### src/bmd_cfg.svh
// Widths, register map and control bits of the bus-master DMA endpoint
// Pulled in with `include by the package and the RTL modules
`ifndef BMD_CFG_SVH
`define BMD_CFG_SVH

`define BMD_ADDR_W   4     // Register dword offset
`define BMD_DATA_W   32
`define BMD_LEN_W    11    // TLP length in dwords
`define BMD_CNT_W    16    // TLPs per DMA run
`define BMD_TAG_W    8
`define BMD_RID_W    16
`define BMD_VERSION  8'h12 // Shows in DCSR[31:24]

// Register map, in dwords
`define BMD_REG_DCSR      0
`define BMD_REG_DDMACR    1
`define BMD_REG_WDMATLPA  2
`define BMD_REG_WDMATLPS  3
`define BMD_REG_WDMATLPC  4
`define BMD_REG_WDMATLPP  5
`define BMD_NUM_REGS      6

`define BMD_DCSR_INIT_BIT      0
`define BMD_DDMACR_START_BIT   0
`define BMD_DDMACR_INTDIS_BIT  7
`define BMD_DDMACR_DONE_BIT    8

`endif

### src/bmd_pkg.sv
// Enums and packed structs passed between the endpoint blocks
// Modules pick these up with a wildcard import in their header
`default_nettype none
`include "bmd_cfg.svh"

package bmd_pkg;

   typedef enum logic {
      REQ_MRD,
      REQ_MWR
   } bmd_req_op_e;

   typedef enum logic {
      CPL_SC,
      CPL_UR
   } bmd_cpl_status_e;

   typedef enum logic [1:0] {
      DMA_IDLE,
      DMA_RUN,
      DMA_INTR
   } bmd_dma_state_e;

   // ------------------------------------------------------------------------
   // Stream beats, one struct per TLP
   // ------------------------------------------------------------------------
   typedef struct packed {
      bmd_req_op_e             op;
      logic [`BMD_ADDR_W-1:0]  offset;
      logic [`BMD_DATA_W-1:0]  data;    // Write data, MWR only
      logic [`BMD_RID_W-1:0]   rid;
      logic [`BMD_TAG_W-1:0]   tag;
   } bmd_cq_req_t;

   typedef struct packed {
      logic                    rd;
      logic                    wr;
      logic [`BMD_ADDR_W-1:0]  offset;
      logic [`BMD_DATA_W-1:0]  data;
   } bmd_reg_acc_t;

   typedef struct packed {
      bmd_cpl_status_e         status;
      logic [`BMD_RID_W-1:0]   rid;
      logic [`BMD_TAG_W-1:0]   tag;
      logic [`BMD_DATA_W-1:0]  data;
   } bmd_cpl_t;

   typedef struct packed {
      logic [`BMD_DATA_W-1:0]  addr;
      logic [`BMD_LEN_W-1:0]   len;
      logic [`BMD_TAG_W-1:0]   tag;
      logic [`BMD_DATA_W-1:0]  pattern; // Every payload dword
   } bmd_rq_tlp_t;

   typedef struct packed {
      logic [`BMD_DATA_W-1:0]  addr;
      logic [`BMD_LEN_W-1:0]   len;
      logic [`BMD_CNT_W-1:0]   count;
      logic [`BMD_DATA_W-1:0]  pattern;
   } bmd_dma_desc_t;

endpackage

`default_nettype wire

### src/bmd_cc_tx.sv
// Completion builder for register reads
// Holds each completion on the CC path until it is accepted
`timescale 1ns/1ps
`default_nettype none
`include "bmd_cfg.svh"

module bmd_cc_tx import bmd_pkg::*; (
   input  wire                    user_clk,
   input  wire                    rst_n_i,
   input  wire                    cpl_load_i,
   input  wire bmd_cpl_t          cpl_i,
   input  wire [`BMD_RID_W-1:0]   req_rid_i,
   input  wire [`BMD_TAG_W-1:0]   req_tag_i,
   output logic                   cc_valid_o,
   output bmd_cpl_t               cc_cpl_o,
   input  wire                    cc_ready_i,
   output logic                   cpl_done_o
);

   logic      valid_q;
   bmd_cpl_t  cpl_q;

   always_ff @(posedge user_clk or negedge rst_n_i) begin
      if (!rst_n_i) begin
         valid_q <= 1'b0;
      end else if (cpl_load_i) begin
         valid_q <= 1'b1;
      end else if (cc_ready_i) begin
         valid_q <= 1'b0;
      end
   end

   // Status and data from the register bank, ID and tag from the request
   always_ff @(posedge user_clk) begin
      if (cpl_load_i) begin
         cpl_q <= '{status: cpl_i.status,
                    rid:    req_rid_i,
                    tag:    req_tag_i,
                    data:   cpl_i.data};
      end
   end

   assign cc_valid_o = valid_q;
   assign cc_cpl_o   = cpl_q;
   assign cpl_done_o = valid_q && cc_ready_i;

   a_cc_hold: assert property (@(posedge user_clk) disable iff (!rst_n_i)
      (cc_valid_o && !cc_ready_i) |=> cc_valid_o && $stable(cc_cpl_o));

endmodule

`default_nettype wire

### src/bmd_cq_rx.sv
// Completer request capture for single-dword register accesses
// Stalls the request path while a read completion is outstanding
`timescale 1ns/1ps
`default_nettype none
`include "bmd_cfg.svh"

module bmd_cq_rx import bmd_pkg::*; (
   input  wire                      user_clk,
   input  wire                      rst_n_i,
   input  wire                      cq_valid_i,
   input  wire bmd_cq_req_t         cq_req_i,
   output logic                     cq_ready_o,
   input  wire                      cpl_done_i,
   output bmd_reg_acc_t             reg_acc_o,
   output logic [`BMD_RID_W-1:0]    req_rid_o,
   output logic [`BMD_TAG_W-1:0]    req_tag_o
);

   logic                    xfer;
   logic                    rd_pend_q;
   logic                    acc_rd_q;
   logic                    acc_wr_q;
   logic [`BMD_ADDR_W-1:0]  acc_off_q;
   logic [`BMD_DATA_W-1:0]  acc_data_q;

   assign cq_ready_o = !rd_pend_q;
   assign xfer       = cq_valid_i && cq_ready_o;

   always_ff @(posedge user_clk or negedge rst_n_i) begin
      if (!rst_n_i) begin
         acc_rd_q  <= 1'b0;
         acc_wr_q  <= 1'b0;
         rd_pend_q <= 1'b0;
      end else begin
         acc_rd_q <= xfer && cq_req_i.op == REQ_MRD; // One-cycle strobes
         acc_wr_q <= xfer && cq_req_i.op == REQ_MWR;
         if (cpl_done_i) begin
            rd_pend_q <= 1'b0;
         end else if (xfer && cq_req_i.op == REQ_MRD) begin
            rd_pend_q <= 1'b1;
         end
      end
   end

   // Request fields, kept for the completion
   always_ff @(posedge user_clk) begin
      if (xfer) begin
         acc_off_q  <= cq_req_i.offset;
         acc_data_q <= cq_req_i.data;
         req_rid_o  <= cq_req_i.rid;
         req_tag_o  <= cq_req_i.tag;
      end
   end

   assign reg_acc_o = '{rd: acc_rd_q, wr: acc_wr_q, offset: acc_off_q, data: acc_data_q};

   // A read blocks the path until its completion has left the endpoint
   a_no_xfer_while_rd: assert property (@(posedge user_clk) disable iff (!rst_n_i)
      (xfer && cq_req_i.op == REQ_MRD) |=> !xfer until_with cpl_done_i);

endmodule

`default_nettype wire

### src/bmd_ep_ctrl.sv
// Control register bank and write-DMA sequencing
// Answers decoded register accesses and kicks off the TLP generator
`timescale 1ns/1ps
`default_nettype none
`include "bmd_cfg.svh"

module bmd_ep_ctrl import bmd_pkg::*; (
   input  wire                 user_clk,
   input  wire                 rst_n_i,
   input  wire bmd_reg_acc_t   reg_acc_i,
   output logic                cpl_load_o,
   output bmd_cpl_t            cpl_o,
   output logic                dma_start_o,
   output bmd_dma_desc_t       dma_desc_o,
   input  wire                 dma_done_i,
   output logic                intr_req_o
);

   logic [`BMD_DATA_W-1:0]  regs_q [1:`BMD_NUM_REGS-1]; // DCSR holds no state
   logic [`BMD_DATA_W-1:0]  rd_data;
   logic                    unmapped;
   logic                    init_wr;
   logic                    start_ok;
   logic                    start_q;
   logic                    done_q;
   bmd_dma_state_e          dma_state_q;

   assign unmapped = reg_acc_i.offset >= `BMD_NUM_REGS;
   assign init_wr  = reg_acc_i.wr && reg_acc_i.offset == `BMD_REG_DCSR &&
                     reg_acc_i.data[`BMD_DCSR_INIT_BIT];
   // Start only from idle, and only once per pulse
   assign start_ok = reg_acc_i.wr && reg_acc_i.offset == `BMD_REG_DDMACR &&
                     reg_acc_i.data[`BMD_DDMACR_START_BIT] &&
                     dma_state_q == DMA_IDLE && !start_q;

   // ------------------------------------------------------------------------
   // Register bank
   // ------------------------------------------------------------------------
   always_ff @(posedge user_clk or negedge rst_n_i) begin
      if (!rst_n_i) begin
         regs_q <= '{default: '0};
      end else if (init_wr) begin
         regs_q <= '{default: '0};
      end else if (reg_acc_i.wr && !unmapped && reg_acc_i.offset != `BMD_REG_DCSR) begin
         regs_q[reg_acc_i.offset] <= reg_acc_i.data;
      end
   end

   always_comb begin
      rd_data = '0;
      if (reg_acc_i.offset == `BMD_REG_DCSR) begin
         rd_data[31:24] = `BMD_VERSION;
      end else if (!unmapped) begin
         rd_data = regs_q[reg_acc_i.offset];
      end
      if (reg_acc_i.offset == `BMD_REG_DDMACR) begin
         rd_data[`BMD_DDMACR_DONE_BIT] = done_q; // Status from the engine
      end
   end

   assign cpl_load_o = reg_acc_i.rd;
   assign cpl_o      = '{status: unmapped ? CPL_UR : CPL_SC,
                         rid:    '0,              // Filled in by the completion path
                         tag:    '0,
                         data:   rd_data};        // Zero for unmapped offsets

   assign dma_desc_o = '{addr:    regs_q[`BMD_REG_WDMATLPA],
                         len:     regs_q[`BMD_REG_WDMATLPS][`BMD_LEN_W-1:0],
                         count:   regs_q[`BMD_REG_WDMATLPC][`BMD_CNT_W-1:0],
                         pattern: regs_q[`BMD_REG_WDMATLPP]};

   // ------------------------------------------------------------------------
   // Write-DMA FSM
   // ------------------------------------------------------------------------
   always_ff @(posedge user_clk or negedge rst_n_i) begin
      if (!rst_n_i) begin
         dma_state_q <= DMA_IDLE;
         start_q     <= 1'b0;
         done_q      <= 1'b0;
      end else if (init_wr) begin
         dma_state_q <= DMA_IDLE;
         start_q     <= 1'b0;
         done_q      <= 1'b0;
      end else begin
         start_q <= start_ok;
         if (start_ok) begin
            done_q <= 1'b0;
         end
         case (dma_state_q)
            DMA_IDLE: begin
               if (start_q) begin
                  dma_state_q <= DMA_RUN;
               end
            end
            DMA_RUN: begin
               if (dma_done_i) begin
                  done_q      <= 1'b1;
                  dma_state_q <= regs_q[`BMD_REG_DDMACR][`BMD_DDMACR_INTDIS_BIT] ?
                                 DMA_IDLE : DMA_INTR;
               end
            end
            default: dma_state_q <= DMA_IDLE; // One cycle in DMA_INTR
         endcase
      end
   end

   assign dma_start_o = start_q;
   assign intr_req_o  = dma_state_q == DMA_INTR;

   // The start pulse lands while the FSM still sits in idle
   a_start_in_idle: assert property (@(posedge user_clk) disable iff (!rst_n_i)
      dma_start_o |-> dma_state_q == DMA_IDLE);

endmodule

`default_nettype wire

### src/bmd_ep_top.sv
// Top of the DMA endpoint application behind the PCIe block
// Connects the register bank to the request, completion and interrupt paths
`timescale 1ns/1ps
`default_nettype none
`include "bmd_cfg.svh"

module bmd_ep_top import bmd_pkg::*; (
   input  wire               user_clk,
   input  wire               rst_n_i,
   // Completer request
   input  wire               cq_valid_i,
   input  wire bmd_cq_req_t  cq_req_i,
   output logic              cq_ready_o,
   // Completer completion
   output logic              cc_valid_o,
   output bmd_cpl_t          cc_cpl_o,
   input  wire               cc_ready_i,
   // Requester request
   output logic              rq_valid_o,
   output bmd_rq_tlp_t       rq_tlp_o,
   input  wire               rq_ready_i,
   // Legacy interrupt
   input  wire               cfg_interrupt_sent_i,
   output logic [3:0]        cfg_interrupt_int_o,
   output logic              interrupt_done_o
);

   bmd_reg_acc_t             reg_acc;
   logic                     cpl_load;
   bmd_cpl_t                 cpl;
   logic                     cpl_done;
   logic [`BMD_RID_W-1:0]    req_rid;
   logic [`BMD_TAG_W-1:0]    req_tag;
   logic                     dma_start;
   bmd_dma_desc_t            dma_desc;
   logic                     dma_done;
   logic                     intr_req;

   bmd_ep_ctrl ctrl0 (
      .user_clk    ( user_clk ),
      .rst_n_i     ( rst_n_i ),
      .reg_acc_i   ( reg_acc ),
      .cpl_load_o  ( cpl_load ),
      .cpl_o       ( cpl ),
      .dma_start_o ( dma_start ),
      .dma_desc_o  ( dma_desc ),
      .dma_done_i  ( dma_done ),
      .intr_req_o  ( intr_req )
   );

   bmd_cq_rx cq0 (
      .user_clk    ( user_clk ),
      .rst_n_i     ( rst_n_i ),
      .cq_valid_i  ( cq_valid_i ),
      .cq_req_i    ( cq_req_i ),
      .cq_ready_o  ( cq_ready_o ),
      .cpl_done_i  ( cpl_done ),
      .reg_acc_o   ( reg_acc ),
      .req_rid_o   ( req_rid ),
      .req_tag_o   ( req_tag )
   );

   bmd_cc_tx cc0 (
      .user_clk    ( user_clk ),
      .rst_n_i     ( rst_n_i ),
      .cpl_load_i  ( cpl_load ),
      .cpl_i       ( cpl ),
      .req_rid_i   ( req_rid ),
      .req_tag_i   ( req_tag ),
      .cc_valid_o  ( cc_valid_o ),
      .cc_cpl_o    ( cc_cpl_o ),
      .cc_ready_i  ( cc_ready_i ),
      .cpl_done_o  ( cpl_done )
   );

   bmd_rq_tx rq0 (
      .user_clk    ( user_clk ),
      .rst_n_i     ( rst_n_i ),
      .dma_start_i ( dma_start ),
      .dma_desc_i  ( dma_desc ),
      .rq_valid_o  ( rq_valid_o ),
      .rq_tlp_o    ( rq_tlp_o ),
      .rq_ready_i  ( rq_ready_i ),
      .dma_done_o  ( dma_done )
   );

   bmd_intr intr0 (
      .user_clk             ( user_clk ),
      .rst_n_i              ( rst_n_i ),
      .intr_req_i           ( intr_req ),
      .cfg_interrupt_sent_i ( cfg_interrupt_sent_i ),
      .cfg_interrupt_int_o  ( cfg_interrupt_int_o ),
      .interrupt_done_o     ( interrupt_done_o )
   );

endmodule

`default_nettype wire

### src/bmd_intr.sv
// Legacy INTA sequencer, assert then deassert through the PCIe core
// Pulses interrupt_done_o once the deassert message has gone out
`timescale 1ns/1ps
`default_nettype none

module bmd_intr (
   input  wire          user_clk,
   input  wire          rst_n_i,
   input  wire          intr_req_i,
   input  wire          cfg_interrupt_sent_i,
   output logic [3:0]   cfg_interrupt_int_o,
   output logic         interrupt_done_o
);

   typedef enum logic [1:0] {
      INT_IDLE,
      INT_ASSERT,    // INTA high, wait for the assert message
      INT_DEASSERT   // INTA low, wait for the deassert message
   } int_state_e;

   int_state_e  state_q;
   logic        done_q;

   always_ff @(posedge user_clk or negedge rst_n_i) begin
      if (!rst_n_i) begin
         state_q <= INT_IDLE;
         done_q  <= 1'b0;
      end else begin
         done_q <= 1'b0;
         case (state_q)
            INT_IDLE: begin
               if (intr_req_i) begin
                  state_q <= INT_ASSERT;
               end
            end
            INT_ASSERT: begin
               if (cfg_interrupt_sent_i) begin
                  state_q <= INT_DEASSERT;
               end
            end
            default: begin
               if (cfg_interrupt_sent_i) begin
                  state_q <= INT_IDLE;
                  done_q  <= 1'b1;
               end
            end
         endcase
      end
   end

   assign cfg_interrupt_int_o = {3'b000, state_q == INT_ASSERT}; // INTB..INTD unused
   assign interrupt_done_o    = done_q;

endmodule

`default_nettype wire

### src/bmd_rq_tx.sv
// Memory-write TLP generator for the write DMA
// Sends count TLPs, stepping the address by the TLP size and the tag by one
`timescale 1ns/1ps
`default_nettype none
`include "bmd_cfg.svh"

module bmd_rq_tx import bmd_pkg::*; (
   input  wire                   user_clk,
   input  wire                   rst_n_i,
   input  wire                   dma_start_i,
   input  wire bmd_dma_desc_t    dma_desc_i,
   output logic                  rq_valid_o,
   output bmd_rq_tlp_t           rq_tlp_o,
   input  wire                   rq_ready_i,
   output logic                  dma_done_o
);

   localparam int ADDR_W = `BMD_DATA_W;

   logic                    valid_q;
   logic                    done_q;
   logic                    accept;
   logic [`BMD_CNT_W-1:0]   left_q;  // TLPs still to send, this one included
   logic [ADDR_W-1:0]       addr_q;
   logic [`BMD_LEN_W-1:0]   len_q;
   logic [`BMD_TAG_W-1:0]   tag_q;
   logic [`BMD_DATA_W-1:0]  pat_q;

   assign accept = valid_q && rq_ready_i;

   // ------------------------------------------------------------------------
   // Control, a new run is ignored while a train is going
   // ------------------------------------------------------------------------
   always_ff @(posedge user_clk or negedge rst_n_i) begin
      if (!rst_n_i) begin
         valid_q <= 1'b0;
         done_q  <= 1'b0;
      end else begin
         done_q <= 1'b0;
         if (dma_start_i && !valid_q) begin
            valid_q <= dma_desc_i.count != '0;
            done_q  <= dma_desc_i.count == '0; // Empty run ends at once
         end else if (accept && left_q == 1) begin
            valid_q <= 1'b0;
            done_q  <= 1'b1;
         end
      end
   end

   // TLP fields
   always_ff @(posedge user_clk) begin
      if (dma_start_i && !valid_q) begin
         addr_q <= dma_desc_i.addr;
         len_q  <= dma_desc_i.len;
         pat_q  <= dma_desc_i.pattern;
         left_q <= dma_desc_i.count;
         tag_q  <= '0;
      end else if (accept) begin
         addr_q <= addr_q + ADDR_W'({len_q, 2'b00}); // Length in bytes
         tag_q  <= tag_q + 1'b1;
         left_q <= left_q - 1'b1;
      end
   end

   assign rq_valid_o = valid_q;
   assign rq_tlp_o   = '{addr: addr_q, len: len_q, tag: tag_q, pattern: pat_q};
   assign dma_done_o = done_q;

   a_rq_hold: assert property (@(posedge user_clk) disable iff (!rst_n_i)
      (rq_valid_o && !rq_ready_i) |=> rq_valid_o && $stable(rq_tlp_o));

endmodule

`default_nettype wire
### config.mk
export PLATFORM = sky130hd
export DESIGN_NAME = bmd_ep_top
export DESIGN_NICKNAME = d
export VERILOG_FILES = /design/src/bmd_pkg.sv /design/src/bmd_cc_tx.sv /design/src/bmd_cq_rx.sv /design/src/bmd_ep_ctrl.sv /design/src/bmd_ep_top.sv /design/src/bmd_intr.sv /design/src/bmd_rq_tx.sv
export VERILOG_INCLUDE_DIRS = /design/src /design/src/src
export SDC_FILE = /design/constraint.sdc
export NUM_CORES = 1
export LEC_CHECK = 0
export BUFFER_PORTS_ARGS = -buffer_cell sky130_fd_sc_hd__buf_4
export CAP_MARGIN = 10
export CORE_ASPECT_RATIO = 1.2
export CORE_UTILIZATION = 30
export CTS_BUF_LIST = sky130_fd_sc_hd__clkbuf_4 sky130_fd_sc_hd__clkbuf_8 sky130_fd_sc_hd__clkbuf_16
export DETAILED_ROUTE_END_ITERATION = 8
export PLACE_DENSITY = 0.49
export SLEW_MARGIN = 15
export SYNTH_ARGS = -nofsm -noshare
export SYNTH_HDL_FRONTEND = slang
export SYNTH_SLANG_ARGS = --single-unit
### constraint.sdc
create_clock -name user_clk -period 4.51 [get_ports user_clk]
set_input_delay 0.451 -clock user_clk [delete_from_list [all_inputs] [get_ports user_clk]]
set_output_delay 0.451 -clock user_clk [all_outputs]
set_load 0.05 [all_outputs]
Word-level counts from Yosys, hierarchy flattened
Index checks and enable logic that the tools add are counted.

storage, ports and cells
  register bits after elaboration = 389
  bits of input ports = 67
  logic and storage cells = 124

operators by class
  add/sub/neg operators = 3
  $lt $le $gt $ge = 3
  equal/unequal tests = 9
  muxes and demuxes = 40
  bitwise operators = 2
  reductions and logical operators = 36

operators with widths
  operator                                                            count
  two-way mux 160 bit                                                 2
  bitwise mux 160 bit                                                 1
  two-way mux 32 bit                                                  5
  binary-select mux 32 bit (select 3 bit)                             1
  demux 32 bit (select 3 bit)                                         1
  adder 32 x 13 -> 32 bit                                             1
  two-way mux 16 bit                                                  2
  two-way mux 29 bit                                                  1
  two-way mux 1 bit                                                   17
  == test 16 x 1 -> 1 bit (second input constant)                     1
  logical AND 1 bit                                                   16
  logical NOT 16 bit                                                  1
  nonzero test 16 bit                                                 1
  subtractor 16 x 1 -> 16 bit (second input constant)                 1
  two-way mux 2 bit                                                   7
  nonzero test 2 bit                                                  6
  two-way mux 9 bit                                                   1
  adder 8 x 1 -> 8 bit (second input constant)                        1
  one-hot mux 2 bit (2 select lines)                                  2
  != test 3 x 1 -> 1 bit (second input constant)                      2
  greater-or-equal comparator 5 x 4 -> 1 bit (second input constant)  1
  < comparator 5 x 1 -> 1 bit (second input constant)                 1
  inverter 4 -> 5 bit                                                 1
  == test 2 x 1 -> 1 bit (second input constant)                      2
  12 further kinds                                                    18

Longest topological paths before layout
  depth in word-level cells = 9
  depth in mapped cells = 9
  mapped depth without buffers = 8

Hierarchy
Synthesis repeated with hierarchy kept, for this count alone.

unflattened totals
  cell total of the unflattened synthesis = 1592
  area total of the unflattened synthesis = 17987.3 um2

modules (own cells, without submodules)
  module       instances  cells an instance  area an instance (um2)  sequential area each (um2)
  bmd_ep_ctrl  1          1041               9351.5                  4078.9
  bmd_rq_tx    1          406                4798.4                  2942.8
  bmd_cq_rx    1          71                 1934.4                  1876.8
  bmd_cc_tx    1          61                 1755.4                  1736.7
  bmd_intr     1          13                 147.6                   75.1

Worst setup path before layout
No wires, ideal clock.

  path type = input to register
  start point = input cq_valid_i
  end point = register cq0.rd_pend_q
  arrival time = 3.611 ns
  required time = 4.433 ns
  path slack = 0.822 ns
  cell stages on the path = 4
  path buffers = 0
  cell sequence = nor2b_1 nor2b_1 nor2_1 a21oi_1

between the ends
  word-level cells in the longest chain between the ends = 3

RTL lines
  element                       RTL line          source
  start, declared               bmd_ep_top.sv:11  input wire cq_valid_i,
  logical AND 1 bit             bmd_cq_rx.sv:27   assign xfer = cq_valid_i && cq_ready_o;
  logical AND 1 bit             bmd_cq_rx.sv:39   end else if (xfer && cq_req_i.op == REQ_MRD) begin
  nonzero test 2 bit (no line)  n/a
  end signal, assigned          bmd_cq_rx.sv:33   rd_pend_q <= 1'b0;
  end signal, assigned          bmd_cq_rx.sv:38   rd_pend_q <= 1'b0;
  end signal, assigned          bmd_cq_rx.sv:40   rd_pend_q <= 1'b1;
  end, declared                 bmd_cq_rx.sv:20   logic rd_pend_q;

Every way passes these cells.
A chain may end at the register's enable or synchronous reset.

Worst setup path after layout
  start point = register cq0.acc_off_q[0]
  end point = register cc0.cpl_q (netlist bit cc0.cc_cpl_o[23]) (data pin)

between the ends
  word-level cells in the longest chain between the ends = 4
  elaborated cells between the ends (all ways) = 7
  classes of those cells = order compare: 1; mux: 3; bitwise: 1; reduce/logical: 2

RTL lines
  element                                                 RTL line           source
  start, declared                                         bmd_cq_rx.sv:23    logic [`BMD_ADDR_W-1:0] acc_off_q;
  start signal, assigned                                  bmd_cq_rx.sv:48    acc_off_q <= cq_req_i.offset;
  inverter 4 -> 5 bit (implied by the code)               bmd_ep_ctrl.sv:54  rd_data = regs_q[reg_acc_i.offset];
  binary-select mux 32 bit (select 3 bit)                 bmd_ep_ctrl.sv:54
  two-way mux 32 bit (implied by the code) (2 in series)  bmd_ep_ctrl.sv:54
  end signal, assigned                                    bmd_cc_tx.sv:36    cpl_q <= '{status: cpl_i.status,
  end, declared                                           bmd_cc_tx.sv:21    bmd_cpl_t cpl_q;

Parallel ways exist; a longest one is shown, timed or not. The select of a mux whose other input is x is not followed.

==> summary.txt <==
Run status
  – Outcome: complete, no violations

Synth
  – Mapped Avg Cell Area: 11.1 sq um
  – Post-Syn Area: 16500 sq um
  – Synth warn: 0
  – Fraction of registers with async set/reset: roughly 44%
  – Yosys cell types: 60
  – Yosys reg bits: between 300 and 400
  – Synthesized instance count: between 1000 and 1500
  – Post-synthesis sequential area ratio: approximately two thirds
  – Post-synth EDFFs: 208
  – Predominant post-synthesis flop cell: edfxtp_1

Clock network
  – # resized after CTS: 0
  – Post-CTS setup buffer count: 0
  – CTS tree: yes
  – Clock buffer depth: 3
  – Clk root buf: clkbuf_16
  – TritonCTS Buffers: 45
  – Clock sink count: 388
  – Worst-path clk slew: approximately 60 ps
  – Htree depth: 2
  – Clock latency on the worst-skew pair: 590 ps

Job
  – # Max-Cap Violations: 0

Placed design
  – Dpl hpwl: roughly 33000 um
  – Port buffer count: 211
  – Routability congestion estimate: between 0.8 and 0.9
  – Cells after DPL: between 2000 and 2500
  – Place WS: roughly 1700 ps

Routing
  – Met2 wire len: approximately 25000 um
  – M1 wire length: about 20000 um
  – Residual DRC: 0
  – Top Metal Used: met4
  – DRT Wirelength: a little under 50000 um
  – Wirelength per Cell: a little over 20 um
  – Final antenna-violating net count: 0
  – Drt via density: between 4 and 5
  – Initial DRC Count: approximately 800
  – Met3 Wirelength: about 2600 um
  – First-pass DRT Iterations: 5
  – Via Count: around 12000

Power and ir drop
  – Comb power frac: between 10% and 20%
  – Sw Share: about a third
  – P per Cell Area: between 500 and 600 nW/um^2
  – Leak: 8.26 nW
  – P_sw: between 0.003 and 0.004 W
  – Max rail drop VDD: roughly 0.00033 V
  – Internal power: 0.00784 W
  – Clock power frac: between 30 and 40%
  – Flop pwr share: 47.2%

Min path
  – Number of cells on the worst hold path: 1
  – End of the worst hold path: cq0.req_rid_o[10]
  – Hold path start: cq_req_i[18]
  – Worst Hold Class: input port to register

Cells and area
  – Post-route insts no fill: 2452
  – Area Growth Syn to Fin: 24.9%
  – Layout cells sized above 1: between 10% and 20%
  – Final Net Count: between 1500 and 2000

Setup path
  – Critical path endpoint category: register
  – Crit Reg-Reg Endpoint: cc0.cc_cpl_o[23]
  – Critical Path RT: 4910 ps
  – Reg2reg start: cq0.acc_off_q[0]
  – Worst setup SP type: register
  – Critical path class: register to register
  – Crit path DAT: roughly 3200 ps
  – R2R setup slack: approximately 1700 ps
  – Cells on worst reg2reg path: 4
  – Crit path max fanout: 28

STA
  – Setup violations, final: 0
  – RSZ-0062 raised after global routing: no
  – Max Freq: approximately 360 MHz
  – Slew @ Worst Pin: 1060 ps
  – Final hold vios: 0
  – Post-route setup slack: around 1700 ps
  – TNS Setup: 0 ps
  – Fin crit period: between 2000 and 3000 ps
  – Fin. max-slew vios: 0
  – Fin Clk Skew: 20.5 ps
  – Post-route clock period utilization: 62.1%
  – Max-slew headroom: 29.0%
  – WHS: approximately 38 ps

Floorplan
  – Die Wd: around 220 um
  – Core region area: ~54000 sq um
  – Die area: 55900 sq um
  – Rows: slightly above 90
  – Die Span Y: approximately 260 um
  – Initial core utilization: between 30% and 40%
  – Boundary Pins: 215

Global routing
  – Initial antenna violation count: 1
  – First-pass GRT wire length: approximately 76000 um
  – Total gr overflow: 0
  – Total global-route track usage: 17.8%
  – Largest net degree at the start of global routing: 98
  – Number of global-route vias before repair: between 10000 and 15000
## synthesized netlist by cell type (2+ instances only)
master,number,area share (%)
nor2_1,117,2.7
nor2b_1,7,0.27
and2_1,5,0.19
buf_4,4,0.18
nand2b_1,4,0.15
a21oi_2,3,0.16
buf_1,4,0.091
nand2_1,365,8.3
a21o_1,2,0.091
or2_2,2,0.076
a31oi_1,18,0.68
o22a_1,29,1.5
or3_1,6,0.23
o21ai_0,25,0.76
nor3_1,5,0.15
a21oi_1,211,6.4
ha_1,14,1.1
and3_1,8,0.30
nand3_1,20,0.61
or4_1,12,0.55
xnor2_1,18,0.96
edfxtp_1,208,38
buf_2,23,0.70
a22o_1,2,0.11
mux2i_1,61,3.7
or3_2,2,0.091
inv_1,14,0.32
nor4_1,7,0.27
dfrtp_1,172,26
mux2_2,2,0.14
nand4_1,4,0.15
dfxtp_1,8,0.97
o31ai_1,10,0.45
xor2_1,11,0.58
clkbuf_8,4,0.33
o211ai_1,3,0.14
clkbuf_1,58,1.3
## cells by family (layout without fill, tap and decap cells)
logic type / Yosys count / after routing / synth area share (%)
adders and majority gates: 15 / 15 / 1.18
xor gates and xnor gates: 29 / 29 / 1.54
DFF: 388 / 388 / 64.9
muxes: 63 / 63 / 3.84
other: 1 / 4 / 0.0227
buffers and inverters: 107 / 353 / 2.94
AOI/OAI and AO/OA: 313 / 313 / 10.9
and+or+nand+nor: 575 / 575 / 14.7
## cell type report
cell class	count	area, sq um
fillers	5319	33400
well taps	712	891
diodes	1	2.50
inverters	14	53.8
flip-flops and latches	388	10700
clock buffers	59	1280
repair buffers	255	2010
multi-input cells	998	5380
clock inverters	25	278
## per-stage QoR
| step | instance area, sq um | power [W] | util [%] |
|---|---|---|---|
| 6_report | 20600 | 0.0115 | 38.2 |
| 3_3_place_gp | 18800 | 0.00771 | 34.9 |
| 5_1_grt | 20600 | 0.0121 | 38.2 |
| 3_5_place_dp | 18800 | 0.00777 | 34.9 |
| 2_1_floorplan | 16500 | 0.00680 | - |
| 4_1_cts | 20600 | 0.0117 | 38.2 |
## how the worst max path moves through the flow
stage                                 endpoint             start
after floorplan                  cq0.rd_pend_q        cq_valid_i
after global placement        cc0.cc_cpl_o[23]  cq0.acc_off_q[0]
after detailed placement      cc0.cc_cpl_o[23]  cq0.acc_off_q[0]
after CTS                     cc0.cc_cpl_o[23]  cq0.acc_off_q[0]
after global routing      ctrl0.dma_desc_o[55]  cq0.acc_off_q[0]
final                         cc0.cc_cpl_o[23]  cq0.acc_off_q[0]
## state kept, by name (all words and copies together) (netlist names), 2 cells and up
name / cells
cq0.req_rid_o: 16
ctrl0.regs_q: 68
rq0.left_q: 16
cq0.acc_data_q: 32
cq0.acc_off_q: 4
rq0.pat_q: 32
cc0.cc_cpl_o: 57
intr0.state_q: 2
cq0.req_tag_o: 8
ctrl0.dma_state_q: 2
rq0.tag_q: 8
ctrl0.dma_desc_o: 91
rq0.len_q: 11
rq0.addr_q: 32
## critical path: stages, from the launching register on
cell	delay, ps
edfxtp_1	1000
nor2b_4	940
a21oi_1	190
o22a_1	240
nor2_1	220
## power groups by stage
stage	logic (W)	registers, W	clock network, W
final	0.00226	0.00542	0.00382
after global routing	0.00250	0.00553	0.00406
after CTS	0.00229	0.00543	0.00393
after detailed placement	0.00227	0.00550	0
after global placement	0.00223	0.00548	0
after floorplan	0.00127	0.00553	0
## placed cells by master (no fill, tap or decap), drive strengths merged, types with 5 or more instances in the layout
cell | Yosys | layout
nand2 | 366 | 366
buf | 31 | 233
a21oi | 214 | 214
edfxtp | 208 | 208
dfrtp | 172 | 172
nor2 | 117 | 117
mux2i | 61 | 61
clkbuf | 62 | 59
o22a | 29 | 29
o21ai | 27 | 27
dlygate4sd3 | 0 | 22
nand3 | 21 | 21
a31oi | 18 | 18
xnor2 | 18 | 18
clkinv | 0 | 17
inv | 14 | 16
ha | 14 | 14
or4 | 12 | 12
xor2 | 11 | 11
o31ai | 10 | 10
dfxtp | 8 | 8
and3 | 8 | 8
nor4 | 8 | 8
or3 | 8 | 8
nor2b | 7 | 7
and2 | 6 | 6
nor3 | 6 | 6
bufinv | 0 | 5
## routing by layer
metal	vias up	global-route usage [%]
met3	97	3.63
met4	0	7.41
met1	5988	21.9
met2	316	30.4
met5	-	0
li1	5646	-
## repair_timing
item,in CTS,in global routing
setup endpoints to repair,0,0
hold buffers,22,0
hold endpoints to repair,96,0
(Power assumes the default switching activity.)
